===== src/cr16_isa_pkg.sv =====
// Instruction field encodings for the CR16-style core
// Opcode 14 (accelerator) and R-type extras 14 and 15 are not decoded here
package cr16_isa_pkg;

    typedef logic [3:0] opcode_t;
    typedef logic [3:0] opcode_extra_t;

    // Primary opcodes
    localparam opcode_t OPCODE_RTYPE  = 4'd0;
    localparam opcode_t OPCODE_ANDI   = 4'd1;
    localparam opcode_t OPCODE_ORI    = 4'd2;
    localparam opcode_t OPCODE_XORI   = 4'd3;
    localparam opcode_t OPCODE_MEMORY = 4'd4;
    localparam opcode_t OPCODE_ADDI   = 4'd5;
    localparam opcode_t OPCODE_LSH    = 4'd8;
    localparam opcode_t OPCODE_SUBI   = 4'd9;
    localparam opcode_t OPCODE_CMPI   = 4'd11;
    localparam opcode_t OPCODE_BCOND  = 4'd12;
    localparam opcode_t OPCODE_MOVI   = 4'd13;
    localparam opcode_t OPCODE_LUI    = 4'd15;

    // R-type extra codes
    localparam opcode_extra_t EXTRA_AND = 4'd1;
    localparam opcode_extra_t EXTRA_OR  = 4'd2;
    localparam opcode_extra_t EXTRA_XOR = 4'd3;
    localparam opcode_extra_t EXTRA_ADD = 4'd5;
    localparam opcode_extra_t EXTRA_SUB = 4'd9;
    localparam opcode_extra_t EXTRA_CMP = 4'd11;
    localparam opcode_extra_t EXTRA_MUL = 4'd12;
    localparam opcode_extra_t EXTRA_MOV = 4'd13;

    // Shift group
    localparam opcode_extra_t EXTRA_LSHI_LEFT = 4'd0;
    localparam opcode_extra_t EXTRA_LSHI_TWO  = 4'd1;
    localparam opcode_extra_t EXTRA_LSH       = 4'd4;

    // Memory and jump group
    localparam opcode_extra_t EXTRA_LOAD  = 4'd0;
    localparam opcode_extra_t EXTRA_STOR  = 4'd4;
    localparam opcode_extra_t EXTRA_JAL   = 4'd8;
    localparam opcode_extra_t EXTRA_JCOND = 4'd12;

    // One value per executable instruction
    typedef enum logic [4:0] {
        OP_ADD, OP_ADDI, OP_SUB, OP_SUBI, OP_MUL,
        OP_CMP, OP_CMPI,
        OP_AND, OP_ANDI, OP_OR, OP_ORI, OP_XOR, OP_XORI,
        OP_MOV, OP_MOVI,
        OP_LSH, OP_LSHI,
        OP_LUI,
        OP_LOAD, OP_STOR,
        OP_BCOND, OP_JCOND, OP_JAL,
        OP_ILLEGAL
    } operation_t;

endpackage


===== src/cr16_control_pkg.sv =====
// Phase and datapath select encodings driven by the controller
// Select values must match the mux wiring in the datapath
package cr16_control_pkg;

    typedef enum logic [1:0] {
        PHASE_FETCH   = 2'd0,
        PHASE_DECODE  = 2'd1,
        PHASE_EXECUTE = 2'd2
    } phase_t;

    typedef enum logic [1:0] {
        ALU_A_PROGRAM_COUNTER = 2'd0,
        ALU_A_SOURCE          = 2'd1,
        ALU_A_IMMEDIATE_SIGN  = 2'd2,
        ALU_A_IMMEDIATE_ZERO  = 2'd3
    } alu_a_select_t;

    // Code 1 is unused on this port
    typedef enum logic [1:0] {
        ALU_B_DESTINATION    = 2'd0,
        ALU_B_IMMEDIATE_COND = 2'd2
    } alu_b_select_t;

    typedef enum logic [2:0] {
        ALU_ADD      = 3'd0,
        ALU_SUBTRACT = 3'd1,
        ALU_COMPARE  = 3'd2,
        ALU_AND      = 3'd3,
        ALU_OR       = 3'd4,
        ALU_XOR      = 3'd5,
        ALU_SHIFT    = 3'd6,
        ALU_MULTIPLY = 3'd7
    } alu_operation_t;

    typedef enum logic [1:0] {
        PC_INCREMENT  = 2'd0,
        PC_ALU_RESULT = 2'd1,
        PC_CONDITION  = 2'd2,
        PC_SOURCE     = 2'd3
    } pc_select_t;

    typedef enum logic [2:0] {
        WRITE_ALU_RESULT      = 3'd0,
        WRITE_SOURCE          = 3'd1,
        WRITE_IMMEDIATE_ZERO  = 3'd2,
        WRITE_IMMEDIATE_UPPER = 3'd3,
        WRITE_READ_DATA       = 3'd4,
        WRITE_PC_NEXT         = 3'd5
    } write_data_select_t;

    typedef enum logic {
        ADDRESS_PROGRAM_COUNTER = 1'b0,
        ADDRESS_SOURCE          = 1'b1
    } address_select_t;

endpackage


===== src/instruction_decoder.sv =====
// Purely combinational opcode decode
// Inputs are only meaningful while the sequencer is in DECODE
`timescale 1ns/1ps

module instruction_decoder
    import cr16_isa_pkg::*;
(
    input  opcode_t       instruction_operation,
    input  opcode_extra_t instruction_operation_extra,
    output operation_t    decoded_operation
);

    always_comb
    begin
        decoded_operation = OP_ILLEGAL;
        case (instruction_operation)
            OPCODE_RTYPE:
            begin
                case (instruction_operation_extra)
                    EXTRA_ADD: decoded_operation = OP_ADD;
                    EXTRA_SUB: decoded_operation = OP_SUB;
                    EXTRA_CMP: decoded_operation = OP_CMP;
                    EXTRA_AND: decoded_operation = OP_AND;
                    EXTRA_OR:  decoded_operation = OP_OR;
                    EXTRA_XOR: decoded_operation = OP_XOR;
                    EXTRA_MOV: decoded_operation = OP_MOV;
                    EXTRA_MUL: decoded_operation = OP_MUL;
                    default:   decoded_operation = OP_ILLEGAL;
                endcase
            end
            OPCODE_ANDI:  decoded_operation = OP_ANDI;
            OPCODE_ORI:   decoded_operation = OP_ORI;
            OPCODE_XORI:  decoded_operation = OP_XORI;
            OPCODE_ADDI:  decoded_operation = OP_ADDI;
            OPCODE_SUBI:  decoded_operation = OP_SUBI;
            OPCODE_CMPI:  decoded_operation = OP_CMPI;
            OPCODE_MOVI:  decoded_operation = OP_MOVI;
            OPCODE_LUI:   decoded_operation = OP_LUI;
            OPCODE_BCOND: decoded_operation = OP_BCOND;
            OPCODE_LSH:
            begin
                // Both immediate shift forms share one execute step
                case (instruction_operation_extra)
                    EXTRA_LSH:       decoded_operation = OP_LSH;
                    EXTRA_LSHI_LEFT: decoded_operation = OP_LSHI;
                    EXTRA_LSHI_TWO:  decoded_operation = OP_LSHI;
                    default:         decoded_operation = OP_ILLEGAL;
                endcase
            end
            OPCODE_MEMORY:
            begin
                case (instruction_operation_extra)
                    EXTRA_LOAD:  decoded_operation = OP_LOAD;
                    EXTRA_STOR:  decoded_operation = OP_STOR;
                    EXTRA_JCOND: decoded_operation = OP_JCOND;
                    EXTRA_JAL:   decoded_operation = OP_JAL;
                    default:     decoded_operation = OP_ILLEGAL;
                endcase
            end
            default: decoded_operation = OP_ILLEGAL;
        endcase
    end

endmodule


===== src/phase_sequencer.sv =====
// Three-phase FSM, one instruction in flight
// Illegal codes skip EXECUTE and cost two cycles
`timescale 1ns/1ps

module phase_sequencer
    import cr16_isa_pkg::*;
    import cr16_control_pkg::*;
(
    input  logic       clock,
    input  logic       reset,
    input  operation_t decoded_operation,
    output phase_t     phase,
    output operation_t operation
);

    phase_t phase_next;

    always_comb
    begin
        case (phase)
            PHASE_FETCH:  phase_next = PHASE_DECODE;
            PHASE_DECODE:
            begin
                if (decoded_operation == OP_ILLEGAL)
                    phase_next = PHASE_FETCH;
                else
                    phase_next = PHASE_EXECUTE;
            end
            default:      phase_next = PHASE_FETCH;
        endcase
    end

    always_ff @(posedge clock)
    begin
        if (!reset)
        begin
            phase     <= PHASE_FETCH;
            operation <= OP_ILLEGAL;
        end
        else
        begin
            phase <= phase_next;
            // Opcode is sampled only as DECODE ends
            if (phase == PHASE_DECODE)
                operation <= decoded_operation;
        end
    end

    assert property (@(posedge clock) disable iff (!reset)
        phase == PHASE_EXECUTE |=> phase == PHASE_FETCH)
        else $error("EXECUTE not followed by FETCH");

    assert property (@(posedge clock) disable iff (!reset)
        phase == PHASE_EXECUTE |-> operation != OP_ILLEGAL)
        else $error("EXECUTE entered with an illegal operation");

endmodule


===== src/datapath_control.sv =====
// ALU, status and register file controls, Moore decoded
// All outputs idle at 0 outside EXECUTE
`timescale 1ns/1ps

module datapath_control
    import cr16_isa_pkg::*;
    import cr16_control_pkg::*;
(
    input  phase_t             phase,
    input  operation_t         operation,
    output alu_a_select_t      alu_a_select,
    output alu_b_select_t      alu_b_select,
    output alu_operation_t     alu_operation,
    output logic               status_write_enable,
    output logic               register_write_enable,
    output write_data_select_t register_write_data_select
);

    logic execute;

    assign execute = (phase == PHASE_EXECUTE);

    always_comb
    begin
        alu_a_select = ALU_A_PROGRAM_COUNTER;
        alu_b_select = ALU_B_DESTINATION;
        alu_operation = ALU_ADD;
        register_write_data_select = WRITE_ALU_RESULT;

        if (execute)
        begin
            case (operation)
                OP_ADD, OP_SUB, OP_MUL, OP_CMP, OP_AND, OP_OR, OP_XOR, OP_LSH:
                    alu_a_select = ALU_A_SOURCE;
                OP_ADDI, OP_SUBI, OP_CMPI:
                    alu_a_select = ALU_A_IMMEDIATE_SIGN;
                OP_ANDI, OP_ORI, OP_XORI, OP_LSHI:
                    alu_a_select = ALU_A_IMMEDIATE_ZERO;
                default:
                    alu_a_select = ALU_A_PROGRAM_COUNTER;
            endcase

            // Branch target is PC plus displacement
            if (operation == OP_BCOND)
                alu_b_select = ALU_B_IMMEDIATE_COND;

            case (operation)
                OP_SUB, OP_SUBI:         alu_operation = ALU_SUBTRACT;
                OP_CMP, OP_CMPI:         alu_operation = ALU_COMPARE;
                OP_AND, OP_ANDI:         alu_operation = ALU_AND;
                OP_OR, OP_ORI:           alu_operation = ALU_OR;
                OP_XOR, OP_XORI:         alu_operation = ALU_XOR;
                OP_LSH, OP_LSHI:         alu_operation = ALU_SHIFT;
                OP_MUL:                  alu_operation = ALU_MULTIPLY;
                default:                 alu_operation = ALU_ADD;
            endcase

            case (operation)
                OP_MOV:  register_write_data_select = WRITE_SOURCE;
                OP_MOVI: register_write_data_select = WRITE_IMMEDIATE_ZERO;
                OP_LUI:  register_write_data_select = WRITE_IMMEDIATE_UPPER;
                OP_LOAD: register_write_data_select = WRITE_READ_DATA;
                OP_JAL:  register_write_data_select = WRITE_PC_NEXT;
                default: register_write_data_select = WRITE_ALU_RESULT;
            endcase
        end
    end

    // Flags only from add, subtract and compare
    assign status_write_enable = execute &&
        (operation inside {OP_ADD, OP_ADDI, OP_SUB, OP_SUBI, OP_CMP, OP_CMPI});

    assign register_write_enable = execute &&
        !(operation inside {OP_CMP, OP_CMPI, OP_STOR, OP_BCOND, OP_JCOND, OP_ILLEGAL});

    always_comb
    begin
        assert #0 (!status_write_enable ||
                   alu_operation inside {ALU_ADD, ALU_SUBTRACT, ALU_COMPARE})
            else $error("Status write with a non-arithmetic ALU operation");
    end

endmodule


===== src/sequencing_control.sv =====
// Program counter, instruction register and memory controls
// PC advances once per executed instruction, never on illegal codes
`timescale 1ns/1ps

module sequencing_control
    import cr16_isa_pkg::*;
    import cr16_control_pkg::*;
(
    input  phase_t          phase,
    input  operation_t      operation,
    output logic            program_counter_write_enable,
    output pc_select_t      program_counter_select,
    output logic            instruction_write_enable,
    output logic            memory_write_enable,
    output address_select_t memory_address_select
);

    logic execute;

    assign execute = (phase == PHASE_EXECUTE);

    assign instruction_write_enable = (phase == PHASE_FETCH);
    assign program_counter_write_enable = execute;

    always_comb
    begin
        program_counter_select = PC_INCREMENT;
        if (execute)
        begin
            case (operation)
                OP_BCOND: program_counter_select = PC_ALU_RESULT;
                OP_JCOND: program_counter_select = PC_CONDITION;
                OP_JAL:   program_counter_select = PC_SOURCE;
                default:  program_counter_select = PC_INCREMENT;
            endcase
        end
    end

    // Data accesses address memory through the source register
    always_comb
    begin
        memory_address_select = ADDRESS_PROGRAM_COUNTER;
        if (execute && (operation == OP_LOAD || operation == OP_STOR))
            memory_address_select = ADDRESS_SOURCE;
    end

    assign memory_write_enable = execute && (operation == OP_STOR);

    always_comb
    begin
        assert #0 (!memory_write_enable || memory_address_select == ADDRESS_SOURCE)
            else $error("Memory write with PC address");
    end

endmodule


===== src/cr16_controller.sv =====
// Control unit top for the multicycle CR16-style core
// Outputs are Moore decoded from the registered phase and operation
`timescale 1ns/1ps

module cr16_controller
    import cr16_isa_pkg::*;
    import cr16_control_pkg::*;
(
    input  logic               clock,
    input  logic               reset,
    input  opcode_t            instruction_operation,
    input  opcode_extra_t      instruction_operation_extra,
    output alu_a_select_t      alu_a_select,
    output alu_b_select_t      alu_b_select,
    output alu_operation_t     alu_operation,
    output logic               program_counter_write_enable,
    output pc_select_t         program_counter_select,
    output logic               status_write_enable,
    output logic               instruction_write_enable,
    output logic               register_write_enable,
    output write_data_select_t register_write_data_select,
    output logic               memory_write_enable,
    output address_select_t    memory_address_select
);

    operation_t decoded_operation;
    operation_t operation;
    phase_t     phase;

    instruction_decoder u_instruction_decoder (
        .instruction_operation       (instruction_operation),
        .instruction_operation_extra (instruction_operation_extra),
        .decoded_operation           (decoded_operation)
    );

    phase_sequencer u_phase_sequencer (
        .clock             (clock),
        .reset             (reset),
        .decoded_operation (decoded_operation),
        .phase             (phase),
        .operation         (operation)
    );

    datapath_control u_datapath_control (
        .phase                      (phase),
        .operation                  (operation),
        .alu_a_select               (alu_a_select),
        .alu_b_select               (alu_b_select),
        .alu_operation              (alu_operation),
        .status_write_enable        (status_write_enable),
        .register_write_enable      (register_write_enable),
        .register_write_data_select (register_write_data_select)
    );

    sequencing_control u_sequencing_control (
        .phase                        (phase),
        .operation                    (operation),
        .program_counter_write_enable (program_counter_write_enable),
        .program_counter_select       (program_counter_select),
        .instruction_write_enable     (instruction_write_enable),
        .memory_write_enable          (memory_write_enable),
        .memory_address_select        (memory_address_select)
    );

endmodule


===== config.mk =====
export PLATFORM = sky130hd
export DESIGN_NAME = cr16_controller
export DESIGN_NICKNAME = d
export VERILOG_FILES = /design/src/cr16_isa_pkg.sv /design/src/cr16_control_pkg.sv /design/src/instruction_decoder.sv /design/src/phase_sequencer.sv /design/src/datapath_control.sv /design/src/sequencing_control.sv /design/src/cr16_controller.sv
export SDC_FILE = /design/constraint.sdc
export NUM_CORES = 1
export LEC_CHECK = 0
export ABC_CLOCK_PERIOD_IN_PS = 2000
export BUFFER_PORTS_ARGS = -buffer_cell sky130_fd_sc_hd__buf_2
export CAP_MARGIN = 20
export CELL_PAD_IN_SITES_DETAIL_PLACEMENT = 1
export CELL_PAD_IN_SITES_GLOBAL_PLACEMENT = 1
export CORE_MARGIN = 2
export CORE_UTILIZATION = 36
export DETAILED_ROUTE_END_ITERATION = 10
export GPL_ROUTABILITY_DRIVEN = 1
export MAX_ROUTING_LAYER = met4
export PLACE_DENSITY_LB_ADDON = 0.1
export SLEW_MARGIN = 20
export SYNTH_ARGS = -nofsm -noshare
export SYNTH_HDL_FRONTEND = slang
export SYNTH_SLANG_ARGS = --single-unit

===== constraint.sdc =====
create_clock -name clock -period 2 [get_ports clock]
set_input_delay 0.2 -clock clock [delete_from_list [all_inputs] [get_ports clock]]
set_output_delay 0.2 -clock clock [all_outputs]
set_load 0.02 [all_outputs]

# [Word-level counts from Yosys, hierarchy flattened]
# Memory sizes are Yosys's and may differ from the RTL's. A register that Yosys moved wholly into a read port is not among the register bits.
# Cells that the tools add are included.
[classes] eq_ne=32 muxes=18 n_reduce_logical=13
[ops] cell="$pmux 5 s12" count=1
[ops] cell="$eq 5x5->1 const B" count=8
[ops] cell="$eq 4x4->1 const B" count=8
[ops] cell="$mux 5" count=4
[ops] cell="$pmux 3 s5" count=1
[ops] cell="$eq 4x3->1 const B" count=3
[ops] cell="$pmux 3 s4" count=1
[ops] cell="$reduce_bool 6->1" count=2
[ops] cell="$eq 5x2->1 const B" count=2
[ops] cell="$eq 5x3->1 const B" count=2
[ops] cell="$eq 5x4->1 const B" count=2
[ops] cell="$mux 2" count=5
[ops] cell="$pmux 5 s2" count=1
[ops] cell="$eq 4x1->1 const B" count=2
[ops] cell="$eq 4x2->1 const B" count=2
[ops] cell="$logic_not 4->1" count=2
[ops] cell="$mux 3" count=2
[ops] cell="$pmux 2 s3" count=1
[ops] cell="$eq 5x1->1 const B" count=1
[ops] cell="$logic_not 5->1" count=1
[ops] cell="$logic_and 1x1->1" count=4
[ops] cell="$pmux 2 s2" count=1
[ops] cell="$eq 2x1->1 const B" count=1
[ops] cell="$eq 2x2->1 const B" count=1
[ops] cell="other kinds (5)" count=5
[word_totals] word_cells=68 n_memories=3 in_bits=10 romBits=240 out_inout_bits=18 regBits=7
[memory_table] name="(name not given)" depth=32 width=3 rd=1 rd_ports_with_merged_regs=1 wr=0 line="datapath_control.sv:47" text="case (operation)"
[memory_table] name="(name not given)" depth=16 width=5 rd=1 rd_ports_with_merged_regs=0 wr=0 line="instruction_decoder.sv:19" text="case (instruction_operation_extra)"
[memory_table] name="(name not given)" depth=32 width=2 rd=1 rd_ports_with_merged_regs=1 wr=0 line="datapath_control.sv:32" text="case (operation)"

# [Depth between registers and ports, before layout]
[logic_depth] ltp_word=7 ltp_mapped=11 depth_no_buf=10

# [Hierarchy]
# From an unflattened synthesis, not the netlist that was laid out.
[hier_totals] hier_cells=151 hier_area_um2=1136.1
[modules_own_cells] module="datapath_control" area_each_um2=409.1 cells_each=57 instances=1
[modules_own_cells] module="instruction_decoder" area_each_um2=392.9 cells_each=59 instances=1
[modules_own_cells] module="phase_sequencer" area_each_um2=252.7 cells_each=27 instances=1
[modules_own_cells] module="sequencing_control" area_each_um2=81.3 cells_each=8 instances=1

# [Worst setup path before layout]
# Ideal clock, no wire load.
[synth_path] path_kind="input to register" startpoint="input instruction_operation_extra[1]" endpoint="register with a tool-made name" t_required_ns=1.926 setup_ns=0.074 slack_ns=-0.178 path_buffers=1 stages=10 arrival_ns=2.103 path_cell_list="buf_2 > or3_1 > a21oi_1 > o21ai_0 > o22ai_1 > nand2_1 > ha_1 > nor2_1 > a221o_1 > o21ai_0"
[synth_lines] element="start: declaration" line="cr16_controller.sv:12" text="input opcode_extra_t instruction_operation_extra,"

==> impl_results.md <==
- Run status: completed
- Wirelength per Cell: ~14 microns
- Count leader, synth: nor2_1
- GR Layer Usage met3: 0.0295
- CTS Sinks: 12
- Remaining DRCs: 0
- Routed WL: 3.79 mm
- Seq/Total Area, Yosys: 0.179
- Reg clk slew, reported paths: 0.05 ns
- Seq cells post-synth: 12
- Mean Syn Cell Area: 7.98 sq um
- Number of vias per cell: 5.35
- Endpoints failing setup: 0
- Crit Path Class: in2reg
- Tot GR Track Use: 0.193
- Share of cells above drive strength 1: 0.397
- Site Rows: 22
- Critical Path RT: 2.17 ns
- Final Hold Viols: 0
- Critical-path cell list: buf_2 > buf_4 > nand2b_1 > o221ai_2 > o211ai_2 > o22ai_2 > nand2_2 > ha_4 > nor2_1 > a221o_1 > o21ai_1
- Share of the synthesized area in the top cell type: 0.179
- Clock Latency Late Sink: 0.23 ns
- DR vias: approximately 1400
- Met1 capacity usage during global routing: 0.253
- Synth Flop Type: dfxtp_1
- RSZ-0062 raised after global routing: true
- IO buf count: 26
- Min-Delay Path Class: in2reg
- Antenna violations before repair: 0
- Synthesized area: 0.00134 sq mm
- Critical path's largest stage delay: 0.31 ns
- YS warnings: 0
- Syn_nets: around 180
- Core Area: 0.00361 sq mm
- Most instantiated cells after synthesis: nor2_1 (16), nand2_1 (14), dfxtp_1 (12)
- Type of origin of the critical path: primary input
- Post-layout util: 0.482
- VDD IR max: 0.369 mV
- Fillers: between 400 and 500
- ANT nets after route: 0
- Async S/R FF share, synth: 0
- NumNets Final: 229
- Area leader, netlist: dfxtp_1
- Number of DRC markers in iteration 0: 93
- Initial core utilization: 0.372
- Fin area: 0.00174 sq mm
- CP max-delay cell: a221o_1
- CP endpoint kind: flip-flop
- First-pass GRT wire length: 6.42 mm
- CTS tree: yes
- Busiest grt layer: met2
- Largest net degree at the start of global routing: 13
- Die H: 65.0 microns
- Setup Skew: 0.000605 ns
- MaxCap Viol Count: 0
- Crit path max fanout: 5
- Worst EP arrival: between 2 and 2.5 ns
- Number of max-slew violations in the final report: 0
- Worst setup margin: 0.0693 ns
- Gpl congestion: 0.867
- Ports: 28
- P_leak: 0.000770 uW
- Clk root buf: clkbuf_8
- GRT overflow: 0
- Gate count of the mapped netlist: 168
- Die Area: between 0.004 and 0.005 sq mm
- Pre-CTS WS: -0.225 ns
- Power density over cell area: 477 mW/mm^2
- Crit path buf inv count: 2
- Fin crit period: 1.93 ns
- Crit share post-route: 0.965
- Synth top area cells: dfxtp_1 (18%), buf_6 (5.0%), nor2_1 (4.5%)
- Max Freq: 518 MHz
- Synthesis-to-finish area growth: 29.8%
- Post-DP HPWL: 3.00 mm
- Clock Path Buffers: 2
- Met2 usage in global routing: 0.309
- Family with the most delay on the worst path: compound AO/OA/AOI/OAI gates
- Hold_buf cts: 0
- Yosys cell types: 60
- # H-tree levels: 1
- First-pass detailed-route iteration total: 4
- EDFF count, synth: 0
- Number of antenna cells inserted: 0
- Vias in the first global route: 1422
- DIE WIDTH: 65.0 microns
- Placed Area: 0.00165 sq mm
- Num CTS Buffers: 3
## placed cells by master (no fill, tap or decap), types with 2 or more instances in the layout
cell type,count
nor2_1,16
and2_1,6
o211ai_2,3
inv_1,6
o22ai_2,3
nor3b_1,3
and3_1,2
mux2i_1,4
a32o_1,2
nand2b_1,7
nor3_1,5
buf_2,26
clkbuf_8,3
xnor2_1,3
o21a_1,3
nand3_1,5
buf_4,29
o21ai_0,3
o22ai_1,2
nand2_1,13
a31oi_1,2
nor4_1,2
a21oi_1,4
o21ai_1,2
dfxtp_1,12
or3_1,4
nand3b_1,3
nor2b_2,2
ha_1,2
## path summary, 6_finish.rpt
kind | start | end | slack [ns] | cells after the start
max | instruction_operation_extra[1] | flip-flop | 0.07 | 11
max reg2reg | u_phase_sequencer.phase[0]$_SDFF_PN0_ | flip-flop | 0.12 | 9
min reg2reg | u_phase_sequencer.phase[0]$_SDFF_PN0_ | u_phase_sequencer.phase[0]$_SDFF_PN0_ | 0.45 | 1
min | reset | u_phase_sequencer.operation[0]$_SDFFE_PN1N_ | 0.26 | 2
## through the flow
step / power [uW] / hold WS, ns / TNS (ns) / cells
after floorplan: 507 / 0.424 / 0 / 168
after global placement: 597 / 0.441 / -0.598 / 256
after detailed placement: 605 / 0.451 / -0.789 / 256
after CTS: 818 / 0.245 / 0 / 259
after global routing: 882 / 0.278 / -0.0228 / 262
final: 830 / 0.258 / 0 / 262
## routing by layer
layer | up-vias | part of all wire
met5 | - | 0
met4 | 0 | 0.018
met3 | 10 | 0.031
met2 | 27 | 0.46
met1 | 672 | 0.49
li1 | 693 | -
## area by class of cell
type                            instances  area, sq um  share of cell area
Clock buffer                            3         41.3              0.0237
Inverter                                9         36.3              0.0209
Multi-Input combinational cell        134         1000               0.576
Sequential cell                        12          240               0.138
Tap cell                               48         60.1              0.0345
Timing Repair Buffer                   56          359               0.206
## cells by family after synthesis
kind of cell,Yosys count,share of synthesized area
xor+xnor,4,0.0261
compound gates,41,0.269
mux,7,0.0598
simple gates,78,0.327
flops,12,0.179
other cells,1,0.00280
buf+inv,22,0.108
fa+ha+maj,3,0.0280
## what timing repair did
action / CTS / global route
buffers inserted: 0 / 3
endpoints found under the setup margin: 0 / 5
gates resized for setup: 0 / 6
## report_power, final
part           switching [uW]  internal [uW]  total [uW]  leakage, uW
sequential               18.0            257         275    0.0000982
clock                    77.9            132         210    0.0000216
combinational             184            161         346     0.000651
total                     280            550         830     0.000770
Note: power is estimated with default switching activity, not from simulation.
